===== config.mk =====
export PLATFORM = sky130hd
export DESIGN_NAME = exe_stage
export DESIGN_NICKNAME = d
export VERILOG_FILES = /design/src/source/cpu_exc_pkg.sv /design/src/source/cpu_ops_pkg.sv /design/src/source/alu.sv /design/src/source/divider.sv /design/src/source/exe_stage.sv /design/src/source/store_align.sv
export VERILOG_INCLUDE_DIRS = /design/src /design/src/source
export SDC_FILE = /design/constraint.sdc
export NUM_CORES = 2
export LEC_CHECK = 0
export ABC_AREA = 1
export BUFFER_PORTS_ARGS = -buffer_cell sky130_fd_sc_hd__buf_2
export CAP_MARGIN = 20
export CORE_MARGIN = 3
export CORE_UTILIZATION = 50
export CTS_BUF_LIST = sky130_fd_sc_hd__clkbuf_8 sky130_fd_sc_hd__clkbuf_16
export DETAILED_ROUTE_END_ITERATION = 6
export PLACE_DENSITY = 0.67
export SYNTH_ARGS = -nofsm -noshare
export SYNTH_HDL_FRONTEND = slang
export SYNTH_SLANG_ARGS = --single-unit

===== constraint.sdc =====
create_clock -name clk -period 12.3 [get_ports clk]
set_input_delay 2.46 -clock clk [delete_from_list [all_inputs] [get_ports clk]]
set_output_delay 2.46 -clock clk [all_outputs]
set_load 0.02 [all_outputs]

===== src/source/cpu_config.svh =====
`ifndef CPU_CONFIG_SVH
`define CPU_CONFIG_SVH

// Datapath widths
`define CPU_XLEN      32
`define CPU_REG_AW    5

// One quotient bit per iteration
`define CPU_DIV_STEPS 32

// kseg0/kseg1 addresses lose these bits
`define CPU_KSEG_MASK 32'hE000_0000

`endif


===== src/source/cpu_exc_pkg.sv =====
package cpu_exc_pkg;

    typedef enum logic [4:0] {
        EXC_NONE = 5'd0,
        EXC_ADES = 5'd5,  // Address error on store
        EXC_OV   = 5'd12
    } exc_code_t;

    // Earlier stage wins, then address error, then overflow
    function automatic exc_code_t exc_select(input exc_code_t upstream,
                                             input logic ades,
                                             input logic ov);
        if (upstream != EXC_NONE)
            return upstream;
        if (ades)
            return EXC_ADES;
        if (ov)
            return EXC_OV;
        return EXC_NONE;
    endfunction

endpackage


===== src/source/cpu_ops_pkg.sv =====
package cpu_ops_pkg;

    typedef enum logic [3:0] {
        ALU_ADD, ALU_ADDU, ALU_SUB, ALU_SUBU,
        ALU_SLT, ALU_SLTU, ALU_AND, ALU_OR,
        ALU_XOR, ALU_NOR, ALU_SLL, ALU_SRL,
        ALU_SRA, ALU_LUI
    } alu_op_t;

    typedef enum logic [2:0] {
        MD_NONE, MD_MULT, MD_MULTU, MD_DIV, MD_DIVU, MD_MTHI, MD_MTLO
    } md_op_t;

    typedef enum logic [2:0] {
        SRC1_RS, SRC1_SA, SRC1_PC, SRC1_HI, SRC1_LO, SRC1_ZERO
    } src1_sel_t;

    typedef enum logic [1:0] {
        SRC2_RT, SRC2_SIMM, SRC2_UIMM, SRC2_EIGHT
    } src2_sel_t;

    typedef enum logic [1:0] {
        ST_NONE, ST_SB, ST_SH, ST_SW
    } store_op_t;

    // Low half of an R-type word
    typedef struct packed {
        logic [4:0] rd;
        logic [4:0] sa;
        logic [5:0] funct;
    } rtype_field_t;

    typedef union packed {
        logic [15:0]  imm;
        rtype_field_t rtype;
    } imm_field_u;

endpackage


===== src/source/alu.sv =====
`timescale 1ns/10ps

module alu (
    input  cpu_ops_pkg::alu_op_t alu_op,
    input  logic [31:0]          src1,
    input  logic [31:0]          src2,
    output logic [31:0]          result,
    output logic                 overflow
);
    import cpu_ops_pkg::*;

    logic        is_sub;
    logic [31:0] adder_b;
    logic [32:0] adder_sum;
    logic        slt_bit;
    logic        sltu_bit;

    // One adder serves add, sub and both compares
    assign is_sub    = alu_op inside {ALU_SUB, ALU_SUBU, ALU_SLT, ALU_SLTU};
    assign adder_b   = is_sub ? ~src2 : src2;
    assign adder_sum = {1'b0, src1} + {1'b0, adder_b} + 33'(is_sub);

    assign slt_bit  = (src1[31] & ~src2[31])
                    | (~(src1[31] ^ src2[31]) & adder_sum[31]);
    assign sltu_bit = ~adder_sum[32];  // Borrow out

    // Same-sign operands with a result of the other sign
    assign overflow = (src1[31] == adder_b[31]) && (adder_sum[31] != src1[31]);

    always_comb begin
        case (alu_op)
            ALU_ADD, ALU_ADDU, ALU_SUB, ALU_SUBU: begin
                result = adder_sum[31:0];
            end
            ALU_SLT:  result = {31'b0, slt_bit};
            ALU_SLTU: result = {31'b0, sltu_bit};
            ALU_AND:  result = src1 & src2;
            ALU_OR:   result = src1 | src2;
            ALU_XOR:  result = src1 ^ src2;
            ALU_NOR:  result = ~(src1 | src2);
            ALU_SLL:  result = src2 << src1[4:0];  // src1 carries the shift amount
            ALU_SRL:  result = src2 >> src1[4:0];
            ALU_SRA:  result = $signed(src2) >>> src1[4:0];
            ALU_LUI:  result = {src2[15:0], 16'b0};
            default:  result = '0;
        endcase
    end

endmodule


===== src/source/divider.sv =====
`timescale 1ns/10ps
`include "cpu_config.svh"

module divider (
    input  logic        clk,
    input  logic        reset,
    input  logic        flush,
    input  logic        start,
    input  logic        is_signed,
    input  logic [31:0] dividend,
    input  logic [31:0] divisor,
    output logic [31:0] quotient,
    output logic [31:0] remainder,
    output logic        done,
    input  logic        ack
);
    localparam int CW = $clog2(`CPU_DIV_STEPS);

    logic          busy;
    logic [CW-1:0] count;
    logic [31:0]   quo_r;  // Dividend shifts out as quotient bits shift in
    logic [31:0]   rem_r;
    logic [31:0]   div_r;
    logic          quo_neg;
    logic          rem_neg;
    logic          div_zero;
    logic [31:0]   abs_dividend;
    logic [31:0]   abs_divisor;
    logic [32:0]   shifted;
    logic [33:0]   trial;

    assign abs_dividend = (is_signed && dividend[31]) ? -dividend : dividend;
    assign abs_divisor  = (is_signed && divisor[31]) ? -divisor : divisor;

    assign shifted = {rem_r, quo_r[31]};
    assign trial   = {1'b0, shifted} - {2'b0, div_r};  // Top bit is the borrow

    always_ff @(posedge clk) begin
        if (reset || flush) begin
            busy  <= 1'b0;
            done  <= 1'b0;
            count <= '0;
        end else if (start) begin
            busy  <= 1'b1;
            done  <= 1'b0;
            count <= '0;
        end else if (busy) begin
            count <= count + 1'b1;
            if (count == CW'(`CPU_DIV_STEPS - 1)) begin
                busy <= 1'b0;
                done <= 1'b1;
            end
        end else if (ack) begin
            done <= 1'b0;
        end
    end

    always_ff @(posedge clk) begin
        if (start) begin
            quo_r    <= abs_dividend;
            rem_r    <= '0;
            div_r    <= abs_divisor;
            quo_neg  <= is_signed && (dividend[31] ^ divisor[31]);
            rem_neg  <= is_signed && dividend[31];
            div_zero <= (divisor == '0);
        end else if (busy) begin
            if (!trial[33]) begin
                rem_r <= trial[31:0];
                quo_r <= {quo_r[30:0], 1'b1};
            end else begin
                rem_r <= shifted[31:0];  // Restore
                quo_r <= {quo_r[30:0], 1'b0};
            end
        end
    end

    // Sign fix-up on the way out
    assign quotient  = div_zero ? '1 : (quo_neg ? -quo_r : quo_r);
    assign remainder = rem_neg ? -rem_r : rem_r;

endmodule


===== src/source/exe_stage.sv =====
`timescale 1ns/10ps
`include "cpu_config.svh"

module exe_stage (
    input  logic                       clk,
    input  logic                       reset,
    input  logic                       flush,
    input  logic                       in_valid,
    input  cpu_ops_pkg::alu_op_t       alu_op,
    input  cpu_ops_pkg::md_op_t        md_op,
    input  cpu_ops_pkg::src1_sel_t     src1_sel,
    input  cpu_ops_pkg::src2_sel_t     src2_sel,
    input  cpu_ops_pkg::store_op_t     store_op,
    input  logic                       load_op,
    input  logic                       ov_check,
    input  logic                       gr_we,
    input  logic [`CPU_REG_AW-1:0]     dest,
    input  cpu_ops_pkg::imm_field_u    imm,
    input  logic [`CPU_XLEN-1:0]       rs_value,
    input  logic [`CPU_XLEN-1:0]       rt_value,
    input  logic [`CPU_XLEN-1:0]       pc,
    input  cpu_exc_pkg::exc_code_t     in_exc_code,
    input  logic                       out_ready,
    output logic                       allowin,
    output logic                       out_valid,
    output logic [`CPU_XLEN-1:0]       out_result,
    output logic [`CPU_REG_AW-1:0]     out_dest,
    output logic                       out_gr_we,
    output logic                       out_load,
    output logic [`CPU_XLEN-1:0]       out_pc,
    output cpu_exc_pkg::exc_code_t     out_exc_code,
    output logic                       fwd_valid,
    output logic [`CPU_XLEN-1:0]       fwd_result,
    output logic                       data_sram_req,
    output logic                       data_sram_wr,
    output logic [3:0]                 data_sram_wen,
    output logic [`CPU_XLEN-1:0]       data_sram_addr,
    output logic [`CPU_XLEN-1:0]       data_sram_wdata
);
    import cpu_ops_pkg::*;
    import cpu_exc_pkg::*;

    logic                   es_valid;
    logic                   ready_go;
    logic                   leave;
    alu_op_t                alu_op_r;
    md_op_t                 md_op_r;
    src1_sel_t              src1_sel_r;
    src2_sel_t              src2_sel_r;
    store_op_t              store_op_r;
    logic                   load_op_r;
    logic                   ov_check_r;
    logic                   gr_we_r;
    logic [`CPU_REG_AW-1:0] dest_r;
    imm_field_u             imm_r;
    logic [`CPU_XLEN-1:0]   rs_r;
    logic [`CPU_XLEN-1:0]   rt_r;
    logic [`CPU_XLEN-1:0]   pc_r;
    exc_code_t              exc_r;
    logic [`CPU_XLEN-1:0]   hi;
    logic [`CPU_XLEN-1:0]   lo;
    logic [`CPU_XLEN-1:0]   src1;
    logic [`CPU_XLEN-1:0]   src2;
    logic [`CPU_XLEN-1:0]   alu_result;
    logic                   alu_ov;
    logic                   is_div;
    logic                   div_issued;
    logic                   div_start;
    logic                   div_done;
    logic [`CPU_XLEN-1:0]   div_quotient;
    logic [`CPU_XLEN-1:0]   div_remainder;
    logic                   mul_signed;
    logic [63:0]            product;
    logic [3:0]             st_wen;
    logic                   st_ades;
    logic                   is_store;
    exc_code_t              exc_code;
    logic                   no_exc;

    assign is_div    = (md_op_r == MD_DIV) || (md_op_r == MD_DIVU);
    assign ready_go  = !is_div || div_done;
    assign out_valid = es_valid && ready_go;
    assign allowin   = !es_valid || (ready_go && out_ready);
    assign leave     = out_valid && out_ready;

    always_ff @(posedge clk) begin
        if (reset || flush)
            es_valid <= 1'b0;
        else if (allowin)
            es_valid <= in_valid;
    end

    always_ff @(posedge clk) begin
        if (in_valid && allowin) begin
            alu_op_r   <= alu_op;
            md_op_r    <= md_op;
            src1_sel_r <= src1_sel;
            src2_sel_r <= src2_sel;
            store_op_r <= store_op;
            load_op_r  <= load_op;
            ov_check_r <= ov_check;
            gr_we_r    <= gr_we;
            dest_r     <= dest;
            imm_r      <= imm;
            rs_r       <= rs_value;
            rt_r       <= rt_value;
            pc_r       <= pc;
            exc_r      <= in_exc_code;
        end
    end

    always_comb begin
        case (src1_sel_r)
            SRC1_SA:   src1 = {27'b0, imm_r.rtype.sa};
            SRC1_PC:   src1 = pc_r;
            SRC1_HI:   src1 = hi;
            SRC1_LO:   src1 = lo;
            SRC1_ZERO: src1 = '0;
            default:   src1 = rs_r;
        endcase
        case (src2_sel_r)
            SRC2_SIMM:  src2 = {{16{imm_r.imm[15]}}, imm_r.imm};
            SRC2_UIMM:  src2 = {16'b0, imm_r.imm};
            SRC2_EIGHT: src2 = 32'd8;  // Link address
            default:    src2 = rt_r;
        endcase
    end

    alu alu_inst (
        .alu_op   (alu_op_r),
        .src1     (src1),
        .src2     (src2),
        .result   (alu_result),
        .overflow (alu_ov)
    );

    // Divider runs once per held divide
    assign div_start = es_valid && is_div && !div_issued;

    always_ff @(posedge clk) begin
        if (reset || flush || leave)
            div_issued <= 1'b0;
        else if (div_start)
            div_issued <= 1'b1;
    end

    divider divider_inst (
        .clk       (clk),
        .reset     (reset),
        .flush     (flush),
        .start     (div_start),
        .is_signed (md_op_r == MD_DIV),
        .dividend  (rs_r),
        .divisor   (rt_r),
        .quotient  (div_quotient),
        .remainder (div_remainder),
        .done      (div_done),
        .ack       (leave)
    );

    // Sign-extended 64-bit operands give the low 64 bits right for both kinds
    assign mul_signed = (md_op_r == MD_MULT);
    assign product    = {{32{mul_signed & rs_r[31]}}, rs_r}
                      * {{32{mul_signed & rt_r[31]}}, rt_r};

    store_align store_align_inst (
        .store_op (store_op_r),
        .addr_low (alu_result[1:0]),
        .rt_value (rt_r),
        .wen      (st_wen),
        .wdata    (data_sram_wdata),
        .ades     (st_ades)
    );

    assign exc_code = exc_select(exc_r, st_ades, ov_check_r && alu_ov);
    assign no_exc   = (exc_code == EXC_NONE);

    always_ff @(posedge clk) begin
        if (reset) begin
            hi <= '0;
            lo <= '0;
        end else if (leave && no_exc) begin
            case (md_op_r)
                MD_MULT, MD_MULTU: {hi, lo} <= product;
                MD_DIV, MD_DIVU: begin
                    hi <= div_remainder;
                    lo <= div_quotient;
                end
                MD_MTHI: hi <= rs_r;
                MD_MTLO: lo <= rs_r;
                default: ;
            endcase
        end
    end

    assign is_store = (store_op_r != ST_NONE);

    // Unmapped segments drop their top bits
    assign data_sram_addr = (alu_result[31:30] == 2'b10) ? (alu_result & ~`CPU_KSEG_MASK)
                                                          : alu_result;
    assign data_sram_req  = leave && (load_op_r || is_store) && no_exc;
    assign data_sram_wr   = is_store;
    assign data_sram_wen  = st_wen & {4{no_exc}};

    assign out_result   = alu_result;
    assign out_dest     = dest_r;
    assign out_gr_we    = gr_we_r;
    assign out_load     = load_op_r;
    assign out_pc       = pc_r;
    assign out_exc_code = exc_code;

    assign fwd_valid  = es_valid && gr_we_r && !load_op_r;
    assign fwd_result = alu_result;

endmodule


===== src/source/store_align.sv =====
`timescale 1ns/10ps

module store_align (
    input  cpu_ops_pkg::store_op_t store_op,
    input  logic [1:0]             addr_low,
    input  logic [31:0]            rt_value,
    output logic [3:0]             wen,
    output logic [31:0]            wdata,
    output logic                   ades
);
    import cpu_ops_pkg::*;

    always_comb begin
        wen   = 4'b0000;
        wdata = rt_value;
        ades  = 1'b0;
        case (store_op)
            ST_SB: begin
                wdata = {4{rt_value[7:0]}};  // Byte in every lane
                wen   = 4'b0001 << addr_low;
            end
            ST_SH: begin
                wdata = {2{rt_value[15:0]}};
                if (addr_low[0])
                    ades = 1'b1;
                else
                    wen = addr_low[1] ? 4'b1100 : 4'b0011;
            end
            ST_SW: begin
                if (addr_low != 2'b00)
                    ades = 1'b1;
                else
                    wen = 4'b1111;
            end
            default: begin
                wen = 4'b0000;  // Not a store
            end
        endcase
    end

endmodule


* Word level (Yosys, flattened, before mapping)
Index checks and enable logic that the tools add are counted.
Word-level totals: input port bits 144, word-level logic and storage cells 177, bits in registers 311
Cells by class: bitwise logic cells 16, $add $sub $neg 8, equal/unequal tests 35, reductions and logical operators 44, multiply operators 1, shifts and indexed selects 4, mux-type cells 42
Operators with widths (count):
- $pmux W32 S11 | 1
- $mux W32 | 10
- $pmux W32 S3 | 3
- $pmux W32 S5 | 1
- $neg A32 Y32 | 4
- $mul A33 B33 Y64 | 1
- $not A32 Y32 | 2
- $pmux W32 S2 | 1
- $sub A33 B32 Y34 | 1
- $add A32 B32 Y33 | 1
- $add A33 B1 Y33 | 1
- $and A32 B32 Y32 | 1
- $logic_not A32 Y1 | 1
- $or A32 B32 Y32 | 1
- $shl A32 B5 Y32 | 1
- $shr A32 B5 Y32 | 1
- $sshr A32 B5 Y32 | 1
- $xor A32 B32 Y32 | 1
- $mux W5 | 6
- $eq A4 B4 Y1 const B | 6
- $eq A4 B3 Y1 const B | 4
- $logic_and A1 B1 Y1 | 16
- $eq A3 B3 Y1 const B | 5
- $mux W1 | 15
- other kinds (31) | 65

* Logic depth before layout (Yosys ltp)
word-level depth 22, gate-level depth with buffers 41, depth with buffers taken out 39

* Cells and area by module
From an unflattened synthesis, not the netlist that was laid out.
Unflattened totals: cells, all modules 9250, area, all modules 67623.6 µm²
Modules (own cells, without submodules):
- exe_stage | area each 48898.1 µm², cells each 5998, times used 1, seq. area each 5495.3 µm²
- divider | area each 10317.4 µm², cells each 1661, times used 1, seq. area each 2792.7 µm²
- alu | area each 7757.4 µm², cells each 1459, times used 1, seq. area each 0.0 µm²
- store_align | area each 650.6 µm², cells each 132, times used 1, seq. area each 0.0 µm²

* Worst setup path before layout
No wires, ideal clock.
kind in2reg, start in out_ready, end reg alu_op_r[0], enable pin, slack 2.404 ns, required time 11.617 ns, arrival 9.213 ns, cell stages on the path 2, setup time 0.683 ns, buffers on the path 0, path through o21ai_0 a21oi_1
Between the ends: cells in the longest elaborated chain, start to end 3
RTL lines:
- from (decl) | RTL line exe_stage.sv:23 | input logic out_ready,
- $logic_and A1 B1 Y1 | RTL line exe_stage.sv:83 | assign allowin = !es_valid || (ready_go && out_ready);
- $logic_or A1 B1 Y1 | RTL line exe_stage.sv:83
- $logic_and A1 B1 Y1 | RTL line exe_stage.sv:94 | if (in_valid && allowin) begin
- to (signal assigned) | RTL line exe_stage.sv:95 | alu_op_r <= alu_op;
- to (decl) | RTL line exe_stage.sv:46 | alu_op_t alu_op_r;
Every way passes these cells. A chain may end at the register's enable or synchronous reset.

* Final worst setup path
start reg src1_sel_r[1], end out data_sram_wen[1]
Between the ends: cells in the longest elaborated chain, start to end 17
RTL lines:
- from (decl) | RTL line exe_stage.sv:48 | src1_sel_t src1_sel_r;
- from (signal assigned) | RTL line exe_stage.sv:97 | src1_sel_r <= src1_sel;
- $eq A3 B3 Y1, or another cell as far along | RTL line exe_stage.sv:113 | case (src1_sel_r)
- $pmux W32 S5 * | RTL line exe_stage.sv:113
- $add A32 B32 Y33 / $xor A1 B1 Y1 (equally long branches) | RTL line alu.sv:21, alu.sv:24
- $add A33 B1 Y33 / $not A1 Y1 (equally long branches) | RTL line alu.sv:21, alu.sv:24
- $and A1 B1 Y1 | RTL line alu.sv:24 | | (~(src1[31] ^ src2[31]) & adder_sum[31]);
- $or A1 B1 Y1 | RTL line alu.sv:24
- $pmux W32 S11 | RTL line alu.sv:31 | case (alu_op)
- $reduce_bool A2 Y1 | RTL line store_align.sv:30 | if (addr_low != 2'b00)
- $mux W1 | RTL line store_align.sv:30
- $pmux W1 S2 | RTL line store_align.sv:17 | case (store_op)
- $mux W5 | RTL line cpu_exc_pkg.sv:15 | if (ades)
- $mux W5 | RTL line cpu_exc_pkg.sv:17 | if (ov)
- $mux W5 | RTL line cpu_exc_pkg.sv:19 | return EXC_NONE;
- $mux W5 | RTL line cpu_exc_pkg.sv:17
- $mux W5 | RTL line cpu_exc_pkg.sv:15
- $logic_not A5 Y1 | RTL line exe_stage.sv:176 | assign no_exc = (exc_code == EXC_NONE);
- $and A4 B4 Y4 * | RTL line exe_stage.sv:203 | assign data_sram_wen = st_wen & {4{no_exc}};
- to (decl) | RTL line exe_stage.sv:36 | output logic [3:0] data_sram_wen,
Mark *: on every way between the ends. The rest lies on a longest branch, timed or not. The select of a mux whose other input is x is not followed.

==> impl_metrics.csv <==
group,metric,value,unit
timing,hold_violations,0,
timing,rsz0062_at_grt,"false",
route,ant_nets,0,
layout,drive_gt1_share,7.76,%
global_route,grt_usage,38.6,%
layout,area.growth.synth_to_final,6.60,%
synthesis,yosys.area.top_type,"fa_1",
clock_tree,cts_sinks,311,
synthesis,synth.avg_cell_area,7.67,um2
timing,fmax,99.8,MHz
route,first_pass_iters,7,
global_route,grt_pass1_vias,59500,
critical_path,cp_num_cells,29,
clock_tree,cts_setup_buffers,0,
synthesis,seq_area_frac_synth,12.8,%
clock_tree,insertion_delay,0.66,ns
route,wl_per_cell,25.3,um
synthesis,syn_area,64700,um2
timing,slew_viol_final,0,
clock_tree,ctsResizeCount,0,
hold_path,hold_path_depth,2,
floorplanning,die_w,366,um
synthesis,synth_ff_type,"edfxtp_1",
critical_path,critPathKind,"reg -> out",
placement,place_area,67500,um2
layout,seqCellArea,8290,um2
critical_path,path_buf_inv,5,
synthesis,synth_top_area_share,34.9,%
layout,multi_input_area,46800,um2
critical_path,cp.required,9.84,ns
timing,setup_viol,0,
synthesis,synth_edf_count,206,
critical_path,cp_max_fo,51,
synthesis,async_reset_ff_share,0,%
floorplanning,core-area,128000,um2
clock_tree,path_clk_slew,0.06,ns
critical_path,r2r_cells,27,
placement,portBuffers,324,
hold_path,hp-class,"reg -> reg",
floorplanning,io_pins,325,
run,drv_cap,0,
status,violations,"design-rule violations",
global_route,grt_pass1_wl,386000,um
route,wl,258000,um
synthesis,synthTopCellsByArea,"fa_1, inv_1, nand2_1",
synthesis,yosys_warnings,0,
route,drt_iter0_drc,6556,
synthesis,synth_most_common_cell,"inv_1",
global_route,overflow,0,
floorplanning,dieArea,134000,um2
route,via_count,58400,
clock_tree,holdBufCountCts,0,
timing,tns,0,ns
timing,worstMarginPinSlew,1.13,ns
timing,fin_crit_sh,81.5,%
synthesis,yosysUniqueCellTypes,67,
critical_path,critPathTopFamily,"simple AND/OR/NAND/NOR gates",
clock_tree,cts_made_buffers,43,
layout,final_nets,10100,
clock_tree,h-tree-depth,2,
synthesis,synth_common_cells,"inv_1, nand2_1, fa_1, nor2_1, o21ai_0",
global_route,grt_max_degree,72,
layout,postLayoutCellArea,69000,um2
critical_path,cpMostUsedCell,"nand2_1",
timing,period_minus_slack,10.02,ns
timing,slew_headroom,24.7,%
synthesis,synth_seq_cells,311,
layout,fin_util,53.9,%
critical_path,cp.arrival,7.56,ns
placement,place_congestion,1.01,
layout,nFillCells,12300,
timing,skew,0.0583,ns
critical_path,critPathMaxStageDelay,0.73,ns
clock_tree,clock_path_buffers,3,
placement,dp_hpwl,204000,um
status,outcome,"finished with violations",
route,avgViaCountPerCell,5.71,
global_route,antenna_found_initial,18,
critical_path,cp-start-kind,"flip-flop",
synthesis,netlist_instances,8435,
clock_tree,cts_root_buf,"clkbuf_16",
floorplanning,num_rows,131,
critical_path,critPathCaptureType,"output pin",
synthesis,synth_nets,10100,
critical_path,critPathSlowestCell,"clkinv_1",
floorplanning,initial_core_util,50.6,%
floorplanning,die_h,366,um
route,drc_errors,1,
clock_tree,cts_tree,"yes",
-- kinds of logic after synthesis --
kind of cell / count (synthesis) / share of synthesized area (%)
AO/OA/AOI/OAI: 1126 / 10.3
flip-flops: 311 / 12.8
AND/OR/NAND/NOR: 2826 / 17.6
XOR/XNOR: 174 / 2.35
adder cells (fa/ha/maj): 1480 / 41.7
buffers and inverters: 2506 / 15.1
multiplexers: 12 / 0.186
-- flip-flops by register name (all words and copies together) (netlist names), 2 cells and up --
signal and count:
divider_inst.div_r 32, divider_inst.quo_r 32, divider_inst.rem_r 32, hi 32
lo 32, out_pc 32, rs_r 32, rt_r 32
imm_r 16, divider_inst.count 5, exc_r 5, out_dest 5
alu_op_r 4, md_op_r 3, src1_sel_r 3, src2_sel_r 2
store_op_r 2
-- cell usage in the layout, fill, tap and decap left out, drive strengths merged, types with 10 or more instances in the layout --
master / count
a211oi: 10
a21o: 14
a21oi: 309
a221oi: 58
a31oi: 58
buf: 472
clkbuf: 48
clkinv: 13
dfxtp: 105
edfxtp: 206
fa: 1127
ha: 353
inv: 2015
mux2i: 12
nand2: 1934
nand3: 215
nand4: 57
nor2: 495
nor3: 62
nor4: 14
o2111ai: 12
o211ai: 44
o21a: 13
o21ai: 463
o21bai: 10
o221ai: 22
o22ai: 64
o31ai: 13
or2: 31
xnor2: 48
xor2: 126
-- stage by stage --
| step | instances | hold slack (ns) | setup WS, ns |
|---|---|---|---|
| after floorplan | 8435 | 0.443 | 2.40 |
| after detailed placement | 10100 | 0.460 | 2.92 |
| after global placement | 10100 | 0.450 | 2.97 |
| final | 10200 | 0.473 | 2.28 |
| after CTS | 10200 | 0.469 | 2.43 |
| after global routing | 10200 | 0.498 | 1.83 |
-- final timing paths --
kind                         startpoint                    end  slack, ns
setup / recovery          src1_sel_r[1]       data_sram_wen[1]       2.28
hold / removal    divider_inst.count[2]  divider_inst.count[2]       0.47
hold reg to reg   divider_inst.count[2]  divider_inst.count[2]       0.47
setup reg to reg                rs_r[9]                  hi[7]       2.62
-- metal layers --
metal,vias up,GRT usage [%],share of wire (%)
li1,25500,-,-
met1,28900,52.7,40
met2,3415,58.9,44
met3,607,8.06,11
met4,4,17.9,5.6
met5,-,0,0.010
-- area by class of cell --
type,count,share of cell area [%]
Antenna cell,8,0.0290
Clock buffer,47,1.69
Clock inverter,33,0.464
Inverter,2001,10.9
Multi-Input combinational cell,5618,67.8
Sequential cell,311,12.0
Tap cell,1729,3.14
Timing Repair Buffer,473,4.03
-- worst register-to-register path, cell delays in order, from the launching register on --
cell and delay, ns:
edfxtp_1 0.95, buf_4 0.52, nand2_1 0.17, fa_1 0.57
inv_1 0.05, fa_1 0.48, inv_1 0.05, fa_1 0.50
inv_1 0.07, fa_1 0.54, inv_1 0.05, fa_1 0.51
fa_1 0.44, fa_1 0.49, inv_1 0.05, fa_1 0.44
ha_1 0.37, a21oi_1 0.37, o21ai_0 0.40, a21oi_1 0.23
o21ai_0 0.11, a21oi_1 0.44, o21ai_0 0.36, or2_2 0.39
nand3_1 0.11, o221ai_1 0.17, nor2_1 0.61, nor2_1 0.10
Power is not shown: default switching activity piles up to over one toggle a cycle in this logic, so the estimate is an artifact.
